<file path="config.mk">
export PLATFORM = sky130hd
export DESIGN_NAME = pixel_combiner_flat
export DESIGN_NICKNAME = d
export VERILOG_FILES = /design/src/fetch_pkg.sv /design/src/pixel_word_if.sv /design/src/pixel_combiner.sv /design/src/flat_wrapper.sv
export VERILOG_INCLUDE_DIRS = /design/src
export SDC_FILE = /design/constraint.sdc
export NUM_CORES = 1
export LEC_CHECK = 0
export BUFFER_PORTS_ARGS = -buffer_cell sky130_fd_sc_hd__buf_2
export CORE_UTILIZATION = 30
export DETAILED_ROUTE_END_ITERATION = 10
export GPL_TIMING_DRIVEN = 0
export PLACE_DENSITY = 0.78
export SETUP_SLACK_MARGIN = 0.4
export SYNTH_ARGS = -nofsm -noshare
export SYNTH_HDL_FRONTEND = slang
export SYNTH_SLANG_ARGS = --single-unit
</file>
<file path="constraint.sdc">
create_clock -name clk -period 4.1 [get_ports clk]
set_input_delay 0.41 -clock clk [delete_from_list [all_inputs] [get_ports clk]]
set_output_delay 0.41 -clock clk [all_outputs]
set_load 0.01 [all_outputs]
</file>
<file path="src/fetch_consts.svh">
// Frame fetch geometry constants
`ifndef FETCH_CONSTS_SVH
`define FETCH_CONSTS_SVH

// Screen geometry
`define FF_LINES 96            // Visible lines, 0 to 95
`define FF_LINE_W 7            // Width of line and offset

// Memory word layout
`define FF_WORD_PIXELS 16      // Pixels of one channel per word
`define FF_INDEX_W 4           // Pixel position within a word

// Word address is {row, word}, row = line / 2
`define FF_ADDR_W 10           // 6-bit row and 4-bit word
`define FF_MEM_DEPTH 1024      // Words per channel memory

// Red, green and blue
`define FF_CHANNELS 3

`endif

</file>
<file path="src/fetch_pkg.sv">
// Frame fetch shared types
`include "fetch_consts.svh"

package fetch_pkg;

    // One pixel, red in the top bit
    typedef struct packed {
        logic red;
        logic green;
        logic blue;
    } pixel_rgb_t;

    // One memory word of all three channels
    typedef struct packed {
        logic [`FF_WORD_PIXELS-1:0] red;    // Bits 47..32
        logic [`FF_WORD_PIXELS-1:0] green;  // Bits 31..16
        logic [`FF_WORD_PIXELS-1:0] blue;   // Bits 15..0
    } rgb_word_t;

    // {row, word} where row is line[6:1], word is {line[0], offset[6:4]}
    typedef logic [`FF_ADDR_W-1:0] word_addr_t;

    // Low offset bits pick the pixel inside a word
    typedef logic [`FF_INDEX_W-1:0] pixel_index_t;

    // Which word the combiner takes
    typedef enum logic {
        SRC_MEMORY = 1'b0,
        SRC_CACHE  = 1'b1
    } pixel_src_e;

endpackage

</file>
<file path="src/pixel_word_if.sv">
// Pixel word bus between cache, memory and combiner
`timescale 1ns/100ps

interface pixel_word_if;
    import fetch_pkg::*;

    pixel_src_e src;           // Source of the word for the current pixel
    rgb_word_t  cache_word;    // Word held by the one-entry cache
    rgb_word_t  mem_word;      // Registered memory read data
    logic       mem_read;      // Read strobe on a cache miss

    // Cache decides the source and asks memory for missing words
    modport cache (
        output src,
        output cache_word,
        output mem_read,
        input  mem_word
    );

    // Memory answers one cycle after the strobe
    modport memory (
        input  mem_read,
        output mem_word
    );

    // Combiner only looks at words
    modport combiner (
        input src,
        input cache_word,
        input mem_word
    );

endinterface

</file>
<file path="src/pixel_combiner.sv">
// Pixel extraction from cache or memory word
`timescale 1ns/100ps
`include "fetch_consts.svh"

module pixel_combiner (
    input  logic                  clk,
    input  logic                  reset,
    input  logic                  rd_en,        // Pixel request strobe
    input  logic [`FF_LINE_W-1:0] rd_line,      // Requested line
    input  logic [`FF_LINE_W-1:0] rd_offset,    // Requested pixel in the line
    pixel_word_if.combiner        words,
    output fetch_pkg::pixel_rgb_t pixel,        // Colour of the requested pixel
    output logic                  pixel_valid,  // Request was inside the screen
    output logic                  pixel_hit     // Colour came from the cache
);
    import fetch_pkg::*;

    pixel_index_t idx_q;     // Pixel position, lines up with the memory data
    logic         valid_q;   // In-screen request one cycle ago
    rgb_word_t    sel_word;  // Word the pixel is taken from
    logic         in_screen;

    // Offset always fits in 7 bits, only the line can be outside
    assign in_screen = (rd_line < `FF_LINES);

    always_ff @(posedge clk or posedge reset) begin
        if (reset) begin
            valid_q <= 1'b0;
        end else begin
            valid_q <= rd_en && in_screen;   // Drops back when no request
        end
    end

    // Index is payload, only looked at with valid_q
    always_ff @(posedge clk) begin
        if (rd_en) begin
            idx_q <= rd_offset[`FF_INDEX_W-1:0];
        end
    end

    // Source was decided by the cache at the same edge
    assign sel_word = (words.src == SRC_CACHE) ? words.cache_word : words.mem_word;

    // Same bit position in each channel plane
    assign pixel = {sel_word.red[idx_q], sel_word.green[idx_q], sel_word.blue[idx_q]};

    assign pixel_valid = valid_q;
    assign pixel_hit   = valid_q && (words.src == SRC_CACHE);

endmodule

</file>
<file path="src/flat_wrapper.sv">
// flat-port wrapper written by rule: the top's interface ports become plain ports
module pixel_combiner_flat import fetch_pkg::*;
  (clk, reset, rd_en, rd_line, rd_offset, pixel, pixel_valid, pixel_hit, words_src, words_cache_word, words_mem_word);
  pixel_word_if words_i ();
  input  logic clk;
  input  logic reset;
  input  logic rd_en;
  input  logic [`FF_LINE_W-1:0] rd_line;
  input  logic [`FF_LINE_W-1:0] rd_offset;
  output fetch_pkg::pixel_rgb_t pixel;
  output logic pixel_valid;
  output logic pixel_hit;
  input wire logic [$bits(words_i.src)-1:0] words_src;
  input wire logic [$bits(words_i.cache_word)-1:0] words_cache_word;
  input wire logic [$bits(words_i.mem_word)-1:0] words_mem_word;
  assign words_i.src = words_src;
  assign words_i.cache_word = words_cache_word;
  assign words_i.mem_word = words_mem_word;
  pixel_combiner u_core (.clk(clk), .reset(reset), .rd_en(rd_en), .rd_line(rd_line), .rd_offset(rd_offset), .words(words_i), .pixel(pixel), .pixel_valid(pixel_valid), .pixel_hit(pixel_hit));
endmodule
</file>
After elaboration in Yosys (flattened, before gate mapping)
Cells that the tools add are included.
Widths: inputs -> output; s select.
{ "word_totals": {"inputBits": 114, "output_inout_bits": 5, "register_bits": 5, "word_cells": 13} }
{ "classes": {"order_cmp": 2, "reduce_logical": 2, "n_mux": 7} }
{ "op_table": {"columns": ["cell", "count"], "rows": [
  ["$mux 48", 1],
  ["$bmux 1 s4", 3],
  ["$lt 7x7->1 const B", 1],
  ["$lt 4x5->1 const B", 1],
  ["$mux 1", 3],
  ["$logic_and 1x1->1", 2]
]} }

Longest topological paths before layout
{ "depth": {"word_depth": 3, "mapped_depth": 5, "mapped_depth_nobuf": 3} }

Worst setup path after synthesis
No wires, ideal clock.
{ "synth_path": {"path_kind": "register -> output", "start": "register u_core.idx_q[1]", "end": "output port pixel[0] in the netlist's numbering", "arrival_time_ps": 1938, "n_path_buf": 2, "setup_slack_ps": 1752, "stages_incl_launch_ff": 6, "required_ps": 3690, "cell_sequence": "edfxtp_1 clkbuf_1 clkbuf_1 mux4_2 mux4_2 mux2_2"} }
{ "synth_lines": {"columns": ["element", "line", "source"], "rows": [
  ["from (decl)", "pixel_combiner.sv:18", "pixel_index_t idx_q;"],
  ["from (signal assigned)", "pixel_combiner.sv:37", "idx_q <= rd_offset[`FF_INDEX_W-1:0];"],
  ["to (decl)", "flat_wrapper.sv:10", "output fetch_pkg::pixel_rgb_t pixel;"]
]} }

==> impl_metrics.toml <==
[min_path]
min_path_type = "in -> reg"
hold_end = "u_core.idx_q[3]"
holdPathStages = 1
min-delay-start = "rd_offset[3]"

[logic_synthesis]
synth_area_um2 = 928
synth_top_area_frac = 0.679
synth_top_family_by_area = "multiplexers"
yosys.area.top_type = "mux4_2"
synthXorXnorAreaFrac = 0
synthAdderAreaFrac = 0
syn_inst = 48
ys_types = 10
yosysSeqAreaShare = 0.156
yosys.area_share.simple = 0.00674
ys_top_cells_by_area = "mux4_2 68%, edfxtp_1 13%, mux4_1 5.7%"
ys_warn_count = 0
synth-compound-area-share = 0.00809
synth.avg_cell_area_um2 = 19.3
ys_ff_latch = 5
syn-num-nets = 162
synthMuxAreaShare = 0.772

[critical_path]
crit_buf_inv = 3
cp.required_ps = 3690
max_stage_delay_ps = 530
crit_start = "u_core.idx_q[1]"
cpMaxStageDelayCell = "clkbuf_1"
cp.arrival_ps = 2700
crit_path_end_kind = "output port"
cp_top_family = "multiplexers"
crit_path_max_fanout = 10
path_class = "reg -> out"
cp-start-kind = "flop"
cp_cell_sequence = "clkbuf_1 -> clkbuf_1 -> mux4_2 -> mux4_2 -> mux2_2 -> buf_2"
cp.depth = 6

[pwr]
switchingPower_mw = 0.0811
swShare = 0.278
vdd_drop_max_mv = 0.160
power_frac_seq = 0.219
total_power_mw = 0.291
power.density_mw_per_mm2 = 188
p_int_mw = 0.210
power.share.combinational = 0.582
clkPwrFrac = 0.199
p_leak_nw = 0.745

[timing]
relSlewSlack = 0.571
fin_ws_ps = 988
drv_slew = 0
period_share = 0.759
rsz0062_at_grt = "false"
worst_hold_slack_ps = 341
finalHoldViolations = 0
fin_crit_ps = 3110
report.final.setup_viol = 0
tightest_slew_ps = 644
clock.fmax_mhz = 321
finalSetupTns_ps = 0

[finish]
drive_above_1_share = 0.901
instances_no_fill = 193
layout_common_cells = "109 x buf_2, 28 x mux4_2, 5 x clkbuf_1, 4 x edfxtp_1"
final_area_mm2 = 0.00155
fin_util = 0.543
final_common_cell = "buf_2"
antenna_cells = 0
seqCellArea_um2 = 145
fillers = 256
multi_input_area_um2 = 731
nets = 277
areaGrowthSynthToFinish_pct = 66.8

[floorplan]
core-area_mm2 = 0.00285
initial_utilization = 0.325
pin_count = 119
rows = 19
die_h_um = 57.6
die_x_um = 57.6
die_area_mm2 = 0.00332

[placement]
hpwl_mm = 2.75
place_ws_ps = 1180
dpl.cell_count = 188
postPlaceCellArea_mm2 = 0.00151
portBuffers = 109
gp_congestion = 0.659

[route]
routed_wl_mm = 3.22
drt_iter0_markers = 34
vias = 1031
postRouteAntennaNets = 0
via_per_inst = 5.34
first_pass_iters = 7
drc = 5
avgRoutedWirePerCell_um = 16.7

[global_route]
track_usage = 0.200
grt_pass1_vias = 1185
antenna_found_initial = 0
grt_max_degree = 11
gr-total-overflow = 0
grt_pass1_wl_mm = 5.00

[run_status]
outcome = "finished, violations left"
violations = "DRC"

[clock_network]
path_clk_slew_ps = 50
htree_levels = 1
cts_tree = "yes"
ctsResizeCount = 0
cts_buffer_depth = 2
cts_buffers = 3
clock-sinks = 5
cts-root-buf = "clkbuf_4"

[job]
timing.max_cap.violations = 0
kinds of logic after synthesis:
family                 Yosys count
muxes                           33
AOI/OAI and AO/OA                1
buffers and inverters            8
DFF                              5
and+or+nand+nor                  1
repair_timing:
item	CTS	global route
hold buffers	1	0
hold endpoints to repair	1	0
buffers inserted	0	0
synthesized netlist by cell type:
master / n
mux2_2: 3
inv_1: 1
mux4_1: 2
buf_6: 3
dfrtp_1: 1
a21boi_0: 1
mux4_2: 28
clkbuf_1: 4
and2_1: 1
edfxtp_1: 4
area by class of cell:
cell class	instances	area share
Tap cell	31	0.0250
Multi-Input combinational cell	35	0.472
Buffer	7	0.0315
Timing Repair Buffer	110	0.359
Sequential cell	5	0.0937
Clock buffer	4	0.0170
Inverter	1	0.00242
layer usage:
layer	global-route usage	wire length, µm
met1	0.223	1070
met2	0.420	1950
met3	0.00223	188
met4	0.0383	12
met5	0	0
registers in the layout, summed over array words and instances (netlist names):
register and flops:
u_core.pixel_valid 1, u_core.idx_q 4
power groups by stage:
stage / Combinational (mW) / Clock [mW] / Sequential [mW]
after global routing: 0.184 / 0.0598 / 0.0644
final: 0.170 / 0.0579 / 0.0639
after global placement: 0.165 / 0 / 0.0646
after detailed placement: 0.171 / 0 / 0.0646
after floorplan: 0.101 / 0 / 0.0631
after CTS: 0.172 / 0.0564 / 0.0639
worst max path at each step:
stage,endpoint,slack (ps)
3_5_place_dp,pixel[2],1180
2_1_floorplan,pixel[0],1750
3_3_place_gp,pixel[2],1260
5_1_grt,pixel[2],830
6_report,pixel[2],990
4_1_cts,pixel[2],930
(Power assumes the default switching activity.)
