--- config.mk ---
export PLATFORM = sky130hd
export DESIGN_NAME = word_cache_flat
export DESIGN_NICKNAME = d
export VERILOG_FILES = /design/src/fetch_pkg.sv /design/src/pixel_word_if.sv /design/src/word_cache.sv /design/src/flat_wrapper.sv
export VERILOG_INCLUDE_DIRS = /design/src
export SDC_FILE = /design/constraint.sdc
export NUM_CORES = 1
export LEC_CHECK = 0
export BUFFER_PORTS_ARGS = -buffer_cell sky130_fd_sc_hd__buf_4
export CAP_MARGIN = 20
export CORE_AREA = 2 2 89 70
export DETAILED_ROUTE_END_ITERATION = 16
export DIE_AREA = 0 0 91 72
export GPL_ROUTABILITY_DRIVEN = 1
export PLACE_DENSITY = 0.88
export SLEW_MARGIN = 10
export SYNTH_ARGS = -nofsm -noshare
export SYNTH_HDL_FRONTEND = slang
export SYNTH_SLANG_ARGS = --single-unit
--- constraint.sdc ---
create_clock -name clk -period 6.53 [get_ports clk]
set_input_delay 1.306 -clock clk [delete_from_list [all_inputs] [get_ports clk]]
set_output_delay 1.306 -clock clk [all_outputs]
set_load 0.01 [all_outputs]
--- src/fetch_consts.svh ---
// Frame fetch geometry constants
`ifndef FETCH_CONSTS_SVH
`define FETCH_CONSTS_SVH

// Screen geometry
`define FF_LINES 96            // Visible lines, 0 to 95
`define FF_LINE_W 7            // Width of line and offset

// Memory word layout
`define FF_WORD_PIXELS 16      // Pixels of one channel per word
`define FF_INDEX_W 4           // Pixel position within a word

// Word address is {row, word}, row = line / 2
`define FF_ADDR_W 10           // 6-bit row and 4-bit word
`define FF_MEM_DEPTH 1024      // Words per channel memory

// Red, green and blue
`define FF_CHANNELS 3

`endif

--- src/fetch_pkg.sv ---
// Frame fetch shared types
`include "fetch_consts.svh"

package fetch_pkg;

    // One pixel, red in the top bit
    typedef struct packed {
        logic red;
        logic green;
        logic blue;
    } pixel_rgb_t;

    // One memory word of all three channels
    typedef struct packed {
        logic [`FF_WORD_PIXELS-1:0] red;    // Bits 47..32
        logic [`FF_WORD_PIXELS-1:0] green;  // Bits 31..16
        logic [`FF_WORD_PIXELS-1:0] blue;   // Bits 15..0
    } rgb_word_t;

    // {row, word} where row is line[6:1], word is {line[0], offset[6:4]}
    typedef logic [`FF_ADDR_W-1:0] word_addr_t;

    // Low offset bits pick the pixel inside a word
    typedef logic [`FF_INDEX_W-1:0] pixel_index_t;

    // Which word the combiner takes
    typedef enum logic {
        SRC_MEMORY = 1'b0,
        SRC_CACHE  = 1'b1
    } pixel_src_e;

endpackage

--- src/pixel_word_if.sv ---
// Pixel word bus between cache, memory and combiner
`timescale 1ns/100ps

interface pixel_word_if;
    import fetch_pkg::*;

    pixel_src_e src;           // Source of the word for the current pixel
    rgb_word_t  cache_word;    // Word held by the one-entry cache
    rgb_word_t  mem_word;      // Registered memory read data
    logic       mem_read;      // Read strobe on a cache miss

    // Cache decides the source and asks memory for missing words
    modport cache (
        output src,
        output cache_word,
        output mem_read,
        input  mem_word
    );

    // Memory answers one cycle after the strobe
    modport memory (
        input  mem_read,
        output mem_word
    );

    // Combiner only looks at words
    modport combiner (
        input src,
        input cache_word,
        input mem_word
    );

endinterface

--- src/word_cache.sv ---
// One-entry word cache
`timescale 1ns/100ps
`include "fetch_consts.svh"

module word_cache (
    input  logic                  clk,
    input  logic                  reset,
    input  logic                  rd_en,     // Pixel request strobe
    input  fetch_pkg::word_addr_t rd_addr,   // Word of the requested pixel
    input  logic                  wr_en,     // Pixel write strobe
    input  fetch_pkg::word_addr_t wr_addr,   // Word of the written pixel
    pixel_word_if.cache           words
);
    import fetch_pkg::*;

    word_addr_t tag_q;        // Address of the cached word
    logic       valid_q;      // Entry holds usable data
    rgb_word_t  word_q;       // Cached pixels of all channels
    logic       fill_q;       // Miss in the last cycle, memory word arrives now
    word_addr_t fill_addr_q;  // Address of that miss
    pixel_src_e src_q;        // Source for the pixel being combined

    logic tag_match;
    logic fill_stale;
    logic hit;
    logic wr_hits_tag;
    logic wr_hits_fill;

    assign tag_match = valid_q && (tag_q == rd_addr);

    // A fill to another word lands at this edge and would replace the entry
    // before the combiner reads it
    assign fill_stale = fill_q && (fill_addr_q != tag_q);

    assign hit = tag_match && !fill_stale;

    assign wr_hits_tag  = wr_en && (wr_addr == tag_q);
    assign wr_hits_fill = wr_en && (wr_addr == fill_addr_q);

    // Memory is only read on a miss
    assign words.mem_read   = rd_en && !hit;
    assign words.src        = src_q;
    assign words.cache_word = word_q;

    // Tag, valid and source control
    always_ff @(posedge clk or posedge reset) begin
        if (reset) begin
            tag_q       <= '0;
            valid_q     <= 1'b0;       // Cache starts empty
            fill_q      <= 1'b0;
            fill_addr_q <= '0;
            src_q       <= SRC_MEMORY; // No hit right after reset
        end else begin
            if (rd_en) begin
                src_q <= hit ? SRC_CACHE : SRC_MEMORY;
            end
            fill_q <= words.mem_read;
            if (words.mem_read) begin
                fill_addr_q <= rd_addr;        // Remember which word is coming
            end
            if (fill_q) begin
                tag_q   <= fill_addr_q;
                valid_q <= !wr_hits_fill;      // Fetched word already outdated
            end else if (wr_hits_tag) begin
                valid_q <= 1'b0;               // Write into cached word
            end
        end
    end

    // Word store, loaded one cycle after a miss
    always_ff @(posedge clk) begin
        if (fill_q) begin
            word_q <= words.mem_word;
        end
    end

endmodule

--- src/flat_wrapper.sv ---
// flat-port wrapper written by rule: the top's interface ports become plain ports
module word_cache_flat import fetch_pkg::*;
  (clk, reset, rd_en, rd_addr, wr_en, wr_addr, words_src, words_cache_word, words_mem_read, words_mem_word);
  pixel_word_if words_i ();
  input  logic clk;
  input  logic reset;
  input  logic rd_en;
  input  fetch_pkg::word_addr_t rd_addr;
  input  logic wr_en;
  input  fetch_pkg::word_addr_t wr_addr;
  output wire logic [$bits(words_i.src)-1:0] words_src;
  output wire logic [$bits(words_i.cache_word)-1:0] words_cache_word;
  output wire logic [$bits(words_i.mem_read)-1:0] words_mem_read;
  input wire logic [$bits(words_i.mem_word)-1:0] words_mem_word;
  assign words_src = words_i.src;
  assign words_cache_word = words_i.cache_word;
  assign words_mem_read = words_i.mem_read;
  assign words_i.mem_word = words_mem_word;
  word_cache u_core (.clk(clk), .reset(reset), .rd_en(rd_en), .rd_addr(rd_addr), .wr_en(wr_en), .wr_addr(wr_addr), .words(words_i));
endmodule
# After elaboration in Yosys (flattened, before gate mapping)
# Cells that the tools add are included.
[op_classes]
add_sub_neg = 0
n_mul = 0
div = 0
order_cmp = 0
n_eq_ne = 4
shifts = 0
mux = 3
bitwise = 0
reduce_logical = 10
[ops]
columns = ["operator", "count"]
rows = [
  ["equality test 10 bit", 3],
  ["inequality test 10 bit", 1],
  ["logical AND 1 bit", 6],
  ["logical NOT 1 bit", 3],
  ["2-to-1 mux 1 bit", 3],
  ["nonzero test 2 bit", 1],
]
[word_totals]
reg_bits = 71
latch_bits = 0
ramBits = 0
romBits = 0
inputBits = 72
out_inout_bits = 50
word_cells = 25
n_memories = 0

# Longest topological paths before layout
# Gate-level depths: netlist of the first run.
[depth]
word_depth = 6
mapped_depth = 6
ltp_nobuf = 5

# Least setup slack after synthesis of the first run
# OpenSTA, ideal clock, no wires.
[synth_path]
path_type = "input -> output"
start = "input rd_addr[4]"
end = "output words_mem_read"
t_arrival_ns = 2.126
t_required_ns = 5.224
path_slack_ns = 3.098
path_stages = 6
path_buffers = 1
path_cell_list = "xnor2_1 > nand4_1 > nor3_1 > a21bo_2 > buf_6 > inv_1"
[synth_via]
elab_chain_len = 5
[synth_lines]
columns = ["item", "line", "rtl"]
rows = [
  ["start: declaration", "flat_wrapper.sv:8", "input fetch_pkg::word_addr_t rd_addr;"],
  ["equality test 10 bit", "word_cache.sv:29", "assign tag_match = valid_q && (tag_q == rd_addr);"],
  ["logical AND 1 bit", "word_cache.sv:29", ""],
  ["logical AND 1 bit", "word_cache.sv:35", "assign hit = tag_match && !fill_stale;"],
  ["logical NOT 1 bit", "word_cache.sv:41", "assign words.mem_read = rd_en && !hit;"],
  ["logical AND 1 bit", "word_cache.sv:41", ""],
  ["end: declaration", "flat_wrapper.sv:13", "output wire logic [$bits(words_i.mem_read)-1:0] words_mem_read;"],
]
# Every way passes these cells.

# Final worst setup path of the first run
[layout_path]
start = "input rd_addr[2]"
end = "output words_mem_read"
# The elaborated chain is that of the path after synthesis.

==> results of run 1 <==
placed cells by master, fill, tap and decap left out, types with 2 or more instances in the layout:
cell type,count
dfrtp_1,22
nand3_1,4
clkbuf_8,9
xor2_1,4
mux2_2,20
xnor2_1,36
clkinv_4,2
buf_4,122
bufinv_16,2
nand4_1,7
edfxtp_1,48
inv_1,3
report_power, final:
group	leakage (nW)	total [mW]	switching [mW]	internal (mW)
logic	0.789	0.150	0.0589	0.0912
registers	0.737	0.544	0.0278	0.516
clock network	0.112	0.391	0.171	0.220
logic make-up (layout without fill, tap and decap cells):
group / after synthesis / count (layout) / share of synthesized area
muxes: 20 / 20 / 0.0820
and+or+nand+nor: 14 / 14 / 0.0296
DFF: 71 / 71 / 0.735
xor gates and xnor gates: 40 / 40 / 0.128
AOI/OAI and AO/OA: 5 / 5 / 0.0164
buffers and inverters: 5 / 141 / 0.00957
worst paths after layout:
kind	startpoint	endpoint	slack, ns	cells after the start
worst max register to register	u_core.tag_q[6]$_DFFE_PP0P_	u_core.fill_addr_q[2]$_DFFE_PP0P_	4.55	5
min in group asynchronous	reset	u_core.tag_q[7]$_DFFE_PP0P_	1.16	2
worst min-delay path	u_core.words.src$_DFFE_PP0P_	u_core.words.src$_DFFE_PP0P_	0.53	2
worst max-delay path	rd_addr[2]	words_mem_read	2.57	7
worst min register to register	u_core.words.src$_DFFE_PP0P_	u_core.words.src$_DFFE_PP0P_	0.53	2
max in group asynchronous	reset	u_core.fill_q$_DFF_PP0_	4.77	2
metrics by stage:
step	cell area (sq um)	hold slack (ns)	setup slack (ns)	instances	power, mW
2_1_floorplan	2750	0.549	3.10	155	0.627
3_3_place_gp	3740	0.511	2.66	353	0.700
3_5_place_dp	3740	0.521	2.57	353	0.704
4_1_cts	3970	0.531	2.56	369	1.10
5_1_grt	3970	0.589	2.44	369	1.13
6_report	3970	0.529	2.57	369	1.09
per-layer routing:
layer,GRT usage,wire length [microns],vias to the layer above
li1,-,-,832
met3,0.0748,458,12
met4,0.0623,98,0
met1,0.250,2580,859
met5,0,0,-
met2,0.326,3080,89
state kept, by name, indices dropped and copies added, names as in the netlist:
register / cells
u_core.words.cache_word: 48
u_core.fill_addr_q: 10
u_core.tag_q: 10
u_core.fill_q: 1
u_core.valid_q: 1
u_core.words.src: 1
area by class of cell:
cell class	instances	area, sq um
fillers	382	1670
clock inverters	7	105
multi-input cells	79	702
repair buffers	122	916
flip-flops and latches	71	2020
inverters	3	11.3
clock buffers	9	124
well taps	78	97.6
critical path: cells and delay by family:
family	cells	cell delay, ns
AO/OA/AOI/OAI	1	0.38
AND/OR/NAND/NOR	2	0.42
XOR/XNOR	1	0.16
buffers and inverters	3	0.37
==> key figures, run 1 <==
Outcome
  – Result of the run: complete, no violations

Run
  – Max-cap viol count: 0

STA
  – Total Negative Setup Slacks: 0 ns
  – Tightest slew margin relative to the limit: 0.403
  – Period utilisation layout: 0.606
  – Clock skew: 0.00579 ns
  – Final setup violation count: 0
  – Max-slew violation count: 0
  – Fin crit period: 3.96 ns
  – Max Clock Freq: 0.253 GHz
  – Final hold viol count: 0
  – Slew @ Worst Pin: 0.895 ns
  – Unrepaired setup endpoints after global routing: no

GRT
  – Largest net degree at the start of global routing: 61
  – Vias in the first global route: 1755
  – Global-route total usage across every layer: 0.199
  – Total congestion overflow: 0
  – First-pass GRT wire length: 9480 microns
  – Number of antenna violations at the first check in global routing: 0

Yosys
  – Synth cell count leaders: 48 x edfxtp_1, 36 x xnor2_1, 23 x dfrtp_1, 20 x mux2_2, 7 x nand4_1
  – Synth Cell Area: 2750 sq um
  – Fraction of registers with async set or reset after synthesis: 0.324
  – Largest area contributor in the netlist: edfxtp_1
  – Total nets after synthesis: 227
  – Number of standard cells after synthesis: 155
  – Area fraction of the dominant cell type after synthesis: 0.525
  – Number of unique standard cell types used by synthesis: 18
  – EDFF count, synth: 48
  – Predominant post-synthesis flop cell: edfxtp_1
  – Portion of the post-synthesis area used by sequential elements: 0.735
  – Leading post-synthesis cells by cell area: edfxtp_1 53%, dfrtp_1 21%, xnor2_1 11%, mux2_2 8.2%, nand4_1 1.6%
  – Avg Cell Area, Syn: 17.7 sq um
  – Number of storage elements in the synthesis netlist: 71
  – Most repeated cell in the gate-level netlist after synthesis: edfxtp_1
  – Yosys Warn Count: 0

Hold path
  – Type of the most critical hold path: reg -> reg

Power and ir drop
  – Leak: 1.64 nW
  – Power density over cell area: 273 nW/um^2
  – Worst VDD drop: 0.136 mV

Clock network
  – Root buf cell: clkbuf_8
  – Number of instances resized during post-cts repair: 0
  – Number of buffers added by the clock tree synthesis step: 9
  – Clock latency on the worst-skew pair: 0.34 ns
  – Clock sink total: 71
  – Clk slew on worst S/H paths: 0.07 ns
  – CTS tree: done
  – Number of hold buffers added after CTS: 0
  – Max Buffers Root-to-Sink: 2
  – H-tree lvl count: 3
  – Setup Buffers After CTS: 0

Floorplan
  – Number of cell rows: 24
  – Initial Util: 0.486
  – Die W: 91 microns
  – Die H: 72 microns
  – Die Footprint: 6550 sq um
  – Ports: 122
  – CORE AREA: 5650 sq um

Worst setup path
  – Longest individual stage delay on the worst path: 0.38 ns
  – Data required, critical path: 5.22 ns
  – CP cell instances: buf_4 -> xnor2_1 -> nand3_1 -> nor3_1 -> a21bo_2 -> inv_1 -> buf_4
  – Largest driver fanout on the critical path: 11
  – Crit path max-delay cell type: a21bo_2
  – Critical Path Sink Type: output pin
  – Data arrival at the endpoint of the critical path: 2.65 ns
  – Critical Path Source Type: input pin
  – Setup Crit Path Kind: in -> out
  – Critical path's most frequent cell: buf_4

Layout
  – Count of antenna diodes in the layout: 0
  – Count of nets after finishing: 358
  – Area growth from synthesis to layout: 44.8%
  – Final design utilization: 0.704
  – Fraction of final layout cells with drive strength greater than 1: 0.553

Detailed routing
  – First-iteration detailed-routing DRC count: 124
  – Vias: 1792
  – Average detailed-routed wire length per instance: 16.9 microns
  – Number of iterations in the first detailed-routing pass: 6
  – # DRC: 0
  – DRT Wirelength: 6220 microns
  – Mean number of vias per cell: 4.86
  – Antenna-violating nets left: 0

Place
  – Placer's final routability congestion estimate: 0.791
  – Port bufs: 121
  – Total half-perimeter wirelength after legalization and detailed placement: 4610 microns
(Power assumes the default switching activity.)
==> inputs of run 2 (changes only) <==
--- a/config.mk
+++ b/config.mk
@@ -8,11 +8,11 @@
 export LEC_CHECK = 0
 export BUFFER_PORTS_ARGS = -buffer_cell sky130_fd_sc_hd__buf_4
 export CAP_MARGIN = 20
-export CORE_AREA = 2 2 89 70
+export CORE_AREA = 2 2 92 72
 export DETAILED_ROUTE_END_ITERATION = 16
-export DIE_AREA = 0 0 91 72
+export DIE_AREA = 0 0 94 74
 export GPL_ROUTABILITY_DRIVEN = 1
-export PLACE_DENSITY = 0.88
+export PLACE_DENSITY = 0.84
 export SLEW_MARGIN = 10
 export SYNTH_ARGS = -nofsm -noshare
 export SYNTH_HDL_FRONTEND = slang
==> constraint.sdc (replaced) <==
create_clock -name clk -period 3.8 [get_ports clk]
set_input_delay 0.76 -clock clk [delete_from_list [all_inputs] [get_ports clk]]
set_output_delay 0.76 -clock clk [all_outputs]
set_load 0.01 [all_outputs]
==> run 2 against run 1 <==
Compared with the run above: setup slack worse by 1.6 ns; global-route usage is 2.2 points lower; clock power is 61% higher; sequential cell count unchanged; sequential share of layout area rose by 0.19 points; routed wire length decreased by 3.3%; clock skew fell by 0.0025 ns; non-clock buffer count unchanged; design area down 0.38%; critical path type is now reg -> out; highest routed layer unchanged.
==> key figures, run 2 (synthesis gave the netlist of run 1 again) <==
GRT
  – Global-route total usage across every layer: 0.177 (-0.0221)
  – M3 GR Usage: 0.0851 (+0.0103)
  – Vias in the first global route: 1677 (-4.4%)
  – Total congestion overflow: 0 (unchanged)
  – Number of antenna violations at the first check in global routing: 0 (unchanged)
  – First-pass GRT wire length: 8780 microns (-7.4%)
  – Met1 Track Usage GR: 0.210 (-0.0405)
  – Most utilized layer in the global route result: met2
  – Largest net degree at the start of global routing: 61 (unchanged)
  – GR Util met2: 0.288 (-0.0378)

Clock network
  – Clk slew on worst S/H paths: 0.07 ns (about the same)
  – CTS tree: done
  – Clock latency on the worst-skew pair: 0.33 ns (about the same)
  – H-tree lvl count: 3 (unchanged)
  – Number of buffers added by the clock tree synthesis step: 9 (unchanged)
  – Max Buffers Root-to-Sink: 2 (unchanged)
  – Setup Buffers After CTS: 0 (unchanged)
  – Number of hold buffers added after CTS: 0 (unchanged)
  – Root buf cell: clkbuf_8
  – Clock sink total: 71 (unchanged)
  – Number of instances resized during post-cts repair: 0 (unchanged)

STA
  – Final hold viol count: 0 (unchanged)
  – Fin crit period: 2.86 ns
  – Period utilisation layout: 0.752
  – Max-slew violation count: 0 (unchanged)
  – Total Negative Setup Slacks: 0 ns (unchanged)
  – Unrepaired setup endpoints after global routing: no
  – Tightest slew margin relative to the limit: 0.413 (+0.00987)
  – Clock skew: 0.00330 ns (-0.00249 ns)
  – Final setup violation count: 0 (unchanged)
  – Slew @ Worst Pin: 0.880 ns (-0.0148 ns)
  – Max Clock Freq: 0.350 GHz

Worst setup path
  – Worst R2R Start: u_core.tag_q[3]$_DFFE_PP0P_
  – Data required, critical path: 3.04 ns (-2.18 ns)
  – R2R cell count: 5 (unchanged)
  – Largest driver fanout on the critical path: 11 (unchanged)
  – Launch point of the worst path: u_core.tag_q[3]$_DFFE_PP0P_
  – Critical Path Sink Type: output pin
  – Data arrival at the endpoint of the critical path: 2.10 ns (-0.55 ns)
  – Setup Crit Path Kind: reg -> out
  – Critical Path Source Type: register

Power and ir drop
  – Leak: 1.63 nW (-0.42%)
  – Worst VDD drop: 0.272 mV (+100%)
  – Overall power: 1.82 mW (+68%)
  – Power density over cell area: 460 nW/um^2 (+68%)

Layout
  – Post-route cell area: 3960 sq um (-0.38%)
  – Layout fillers: 451 (+18%)
  – Most used cells in the layout excluding fill and tap cells: 122 x buf_4, 48 x edfxtp_1, 36 x xnor2_1
  – Commonest non-fill, non-tap cell in the layout: buf_4
  – Max FFs per register: 48 (unchanged)
  – Count of nets after finishing: 358 (unchanged)
  – Area growth from synthesis to layout: 44.2%
  – Final design utilization: 0.649 (-0.0549)
  – Count of antenna diodes in the layout: 0 (unchanged)
  – Seq. cell area: 2020 sq um (unchanged)
  – Fraction of final layout cells with drive strength greater than 1: 0.552 (-0.00154)
  – Multi-input gate area in the final layout: 702 sq um (unchanged)

Detailed routing
  – Average detailed-routed wire length per instance: 16.2 microns (-3.8%)
  – Vias: 1732 (-3.3%)
  – DRT Wirelength: 6020 microns (-3.3%)
  – Number of iterations in the first detailed-routing pass: 4 (-2)
  – Mean number of vias per cell: 4.67 (-3.9%)
  – # DRC: 0 (unchanged)
  – Antenna-violating nets left: 0 (unchanged)
  – First-iteration detailed-routing DRC count: 55 (-56%)

Floorplan
  – Ports: 122 (unchanged)
  – Die W: 94 microns (+3.3%)
  – CORE AREA: 6100 sq um (+8.0%)
  – Number of cell rows: 25 (+4.2%)
  – Initial Util: 0.450 (-0.0362)
  – Die H: 74 microns (+2.8%)
  – Die Footprint: 6960 sq um (+6.2%)

Outcome
  – Result of the run: complete, no violations

Hold path
  – Hold path cells: 2 (unchanged)
  – Hold Crit Start: u_core.words.src$_DFFE_PP0P_
  – Type of the most critical hold path: reg -> reg

Place
  – Total half-perimeter wirelength after legalization and detailed placement: 4510 microns (-2.3%)
  – Placer's final routability congestion estimate: 0.800 (+1.2%)
  – Port bufs: 121 (unchanged)
  – Area after DPL: 3750 sq um (+0.10%)

Run
  – Max-cap viol count: 0 (unchanged)
run 2: changes by cell type in the layout (fill, tap and decap cells not counted), sizes merged:
cell    delta
clkinv     +1
inv        -2
run 2: worst max-delay path, cell delays in order (launching register included):
cell and delay [ns]:
dfrtp_1 0.44, xnor2_1 0.21, nand4_1 0.15, o41ai_2 0.33
a21bo_2 0.38, inv_1 0.09, buf_4 0.15
run 2: metal layers:
metal	vias to the layer above	part of all wire
met5	-	0
li1	829	-
met2	89	0.49
met1	808	0.40
met3	6	0.10
met4	0	0.0085
run 2: power by group:
group          total (mW)  switching [mW]  internal, mW  leakage (nW)
combinational       0.258           0.101         0.157         0.789
sequential          0.935          0.0470         0.888         0.737
clock               0.628           0.264         0.364         0.105
total                1.82           0.412          1.41          1.63
run 2: area by class of cell:
| class | instances | share of cell area |
|---|---|---|
| Inverter | 3 | 0.00284 |
| Multi-Input combinational cell | 79 | 0.177 |
| Clock buffer | 9 | 0.0313 |
| Timing Repair Buffer | 122 | 0.231 |
| Clock inverter | 6 | 0.0218 |
| Sequential cell | 71 | 0.510 |
| Tap cell | 81 | 0.0256 |
run 2: worst paths after layout:
kind,endpoint,slack (ns)
setup / recovery,words_mem_read,0.94
hold / removal,u_core.words.src$_DFFE_PP0P_,0.54
setup reg to reg,u_core.fill_addr_q[7]$_DFFE_PP0P_,1.79
hold reg to reg,u_core.words.src$_DFFE_PP0P_,0.54
max in group asynchronous,u_core.fill_q$_DFF_PP0_,2.59
min in group asynchronous,u_core.fill_addr_q[3]$_DFFE_PP0P_,0.61
run 2: stage by stage:
stage	hold slack, ns	instances	worst slack (ns)
6_report	0.536	371	0.941
5_1_grt	0.565	371	0.706
4_1_cts	0.539	371	0.910
3_5_place_dp	0.529	356	0.960
3_3_place_gp	0.518	356	1.04
2_1_floorplan	0.549	155	0.959
==> inputs of run 3 (changes only) <==
==> constraint.sdc (replaced) <==
create_clock -name clk -period 2.7 [get_ports clk]
set_input_delay 0.54 -clock clk [delete_from_list [all_inputs] [get_ports clk]]
set_output_delay 0.54 -clock clk [all_outputs]
set_load 0.01 [all_outputs]
==> run 3 against run 2 <==
Compared with the run above: sequential cell count did not move; global-route usage increased by 0.30 points; design area shrank 0.38%; clock-buffer cell count grew 1; routed wire length rose by 1.7%; non-clock buffer count grew 1; die area stayed put; final cell count up 0.54%; sequential power increased by 41%; core utilization is 0.25 points lower; combinational power rose by 40%; first-iteration DRC count fell by 49%; critical path type unchanged; largest cell class unchanged; highest routed layer unchanged.
==> key figures, run 3 (synthesis gave the netlist of run 1 again) <==
Power and ir drop
  – Net switching power figure: 586 uW (+42%)
  – Worst VDD drop: 0.295 mV (+8.5%)
  – Power density over cell area: 629 nW/um^2 (+37%)
  – Part of the power in combinational logic: 0.146 (+0.004)
  – Share of total power in the clock network: 0.322 (-0.023)
  – Proportion of power drawn by flip-flops and latches: 0.532 (+0.018)
  – Leak: 1.63 nW (-0.38%)
  – Share of total power consumed by net switching: 0.236 (+0.0100)
  – Internal power component: 1.89 mW (+34%)

Worst setup path
  – Data arrival at the endpoint of the critical path: 1.85 ns (-0.25 ns)
  – Critical Path Source Type: register
  – Worst R2R Start: u_core.tag_q[6]$_DFFE_PP0P_
  – Critical Path Sink Type: output pin
  – Setup Crit Path Kind: reg -> out
  – Largest driver fanout on the critical path: 4 (-7)
  – R2R cell count: 6 (+1)
  – End of the worst register-to-register path: u_core.fill_addr_q[0]$_DFFE_PP0P_
  – Data required, critical path: 2.16 ns (-0.88 ns)
  – Minimum setup slack among reg-to-reg paths: 0.69 ns (-1.10 ns)

Hold path
  – Hold Crit Start: words_mem_word[20]
  – Hold path cells: 1 (-1)
  – Capture endpoint of the worst hold path: u_core.words.cache_word[20]$_DFFE_PP_
  – Type of the most critical hold path: in -> reg

STA
  – Unrepaired setup endpoints after global routing: no
  – Max-slew violation count: 0 (unchanged)
  – Slew @ Worst Pin: 0.877 ns (-0.00326 ns)
  – Tightest slew margin relative to the limit: 0.415 (+0.00217)
  – Final setup violation count: 0 (unchanged)
  – Clock skew: 0.00615 ns (+0.00285 ns)
  – Final hold viol count: 0 (unchanged)
  – Max Clock Freq: 0.418 GHz
  – Period utilisation layout: 0.886
  – Fin crit period: 2.39 ns
  – Total Negative Setup Slacks: 0 ns (unchanged)
  – Worst hold-check slack: 0.379 ns (-0.157 ns)

Detailed routing
  – First-iteration detailed-routing DRC count: 28 (-49%)
  – Mean number of vias per cell: 4.71 (+0.90%)
  – Antenna-violating nets left: 0 (unchanged)
  – Number of iterations in the first detailed-routing pass: 4 (unchanged)
  – Vias: 1757 (+1.4%)
  – # DRC: 0 (unchanged)
  – Average detailed-routed wire length per instance: 16.4 microns (+1.1%)
  – DRT Wirelength: 6120 microns (+1.7%)

GRT
  – Number of antenna violations at the first check in global routing: 0 (unchanged)
  – Total congestion overflow: 0 (unchanged)
  – Vias in the first global route: 1713 (+2.1%)
  – Global-route total usage across every layer: 0.180 (+0.00300)
  – Largest net degree at the start of global routing: 49 (-20%)
  – First-pass GRT wire length: 8960 microns (+2.1%)

Place
  – Total half-perimeter wirelength after legalization and detailed placement: 4760 microns (+5.6%)
  – Placer's final routability congestion estimate: 0.830 (+3.8%)
  – Port bufs: 121 (unchanged)

Floorplan
  – CORE AREA: 6100 sq um (unchanged)
  – Die W: 94 microns (unchanged)
  – Ports: 122 (unchanged)
  – Die H: 74 microns (unchanged)
  – Die Footprint: 6960 sq um (unchanged)
  – Initial Util: 0.450 (unchanged)
  – Number of cell rows: 25 (unchanged)

Clock network
  – Clock latency on the worst-skew pair: 0.33 ns (about the same)
  – Max Buffers Root-to-Sink: 2 (unchanged)
  – Number of hold buffers added after CTS: 0 (unchanged)
  – H-tree lvl count: 3 (unchanged)
  – Root buf cell: clkbuf_8
  – Clock sink total: 71 (unchanged)
  – Setup Buffers After CTS: 0 (unchanged)
  – CTS tree: done
  – Clk slew on worst S/H paths: 0.07 ns (about the same)
  – Number of buffers added by the clock tree synthesis step: 9 (unchanged)
  – Number of instances resized during post-cts repair: 0 (unchanged)

Run
  – Max-cap viol count: 0 (unchanged)

Layout
  – Count of nets after finishing: 359 (+0.28%)
  – Area growth from synthesis to layout: 43.7%
  – Most used cells in the layout excluding fill and tap cells: 123 x buf_4, 48 x edfxtp_1, 36 x xnor2_1
  – Count of antenna diodes in the layout: 0 (unchanged)
  – Commonest non-fill, non-tap cell in the layout: buf_4
  – Fraction of final layout cells with drive strength greater than 1: 0.548 (-0.00378)
  – Max FFs per register: 48 (unchanged)

Outcome
  – Result of the run: complete, no violations
-- run 3: worst max path at each step --
| stage | cells past startpoint | to | slack (ns) | from |
|---|---|---|---|---|
| 2_1_floorplan | 4 | words_mem_read | 0.08 | u_core.fill_q$_DFF_PP0_ |
| 3_3_place_gp | 7 | words_mem_read | 0.55 | rd_addr[4] |
| 3_5_place_dp | 7 | words_mem_read | 0.55 | rd_addr[4] |
| 4_1_cts | 6 | words_mem_read | 0.29 | u_core.tag_q[6]$_DFFE_PP0P_ |
| 5_1_grt | 6 | words_mem_read | 0.17 | u_core.tag_q[6]$_DFFE_PP0P_ |
| 6_report | 6 | words_mem_read | 0.31 | u_core.tag_q[6]$_DFFE_PP0P_ |
-- run 3: power by group through the flow --
| stage | Sequential (mW) | Clock (mW) | Combinational (mW) |
|---|---|---|---|
| after detailed placement | 1.34 | 0 | 0.365 |
| after global placement | 1.34 | 0 | 0.357 |
| final | 1.32 | 0.798 | 0.362 |
| after CTS | 1.32 | 0.814 | 0.366 |
| after floorplan | 1.36 | 0 | 0.157 |
| after global routing | 1.33 | 0.864 | 0.392 |
-- run 3: cell type report --
type	count	area, sq um
fillers	474	2160
flip-flops and latches	71	2020
repair buffers	123	923
multi-input cells	79	702
clock buffers	10	128
well taps	81	101
clock inverters	6	60.1
inverters	3	11.3
-- run 3: worst max-delay path, stage by stage (launching register included) --
cell and delay [ns]:
dfrtp_1 0.44, xnor2_1 0.19, nand4_1 0.14, o41ai_2 0.37
a21bo_2 0.20, inv_1 0.05, buf_4 0.13
-- run 3: layer usage --
metal,track usage,up-vias,share of wire
li1,-,830,-
met1,0.211,834,0.39
met2,0.308,87,0.50
met3,0.0811,6,0.10
met4,0.0435,0,0.0077
met5,0,-,0
-- run 3: stage by stage --
step                      worst slack, ns  instances  instance area, sq um   util  total power, mW
after floorplan                    0.0792        155                  2750      -             1.52
after global placement              0.547        357                  3760  0.616             1.70
after detailed placement            0.546        357                  3760  0.616             1.71
after CTS                           0.290        373                  3940  0.647             2.50
after global routing                0.174        373                  3940  0.647             2.59
final                               0.307        373                  3940  0.647             2.48
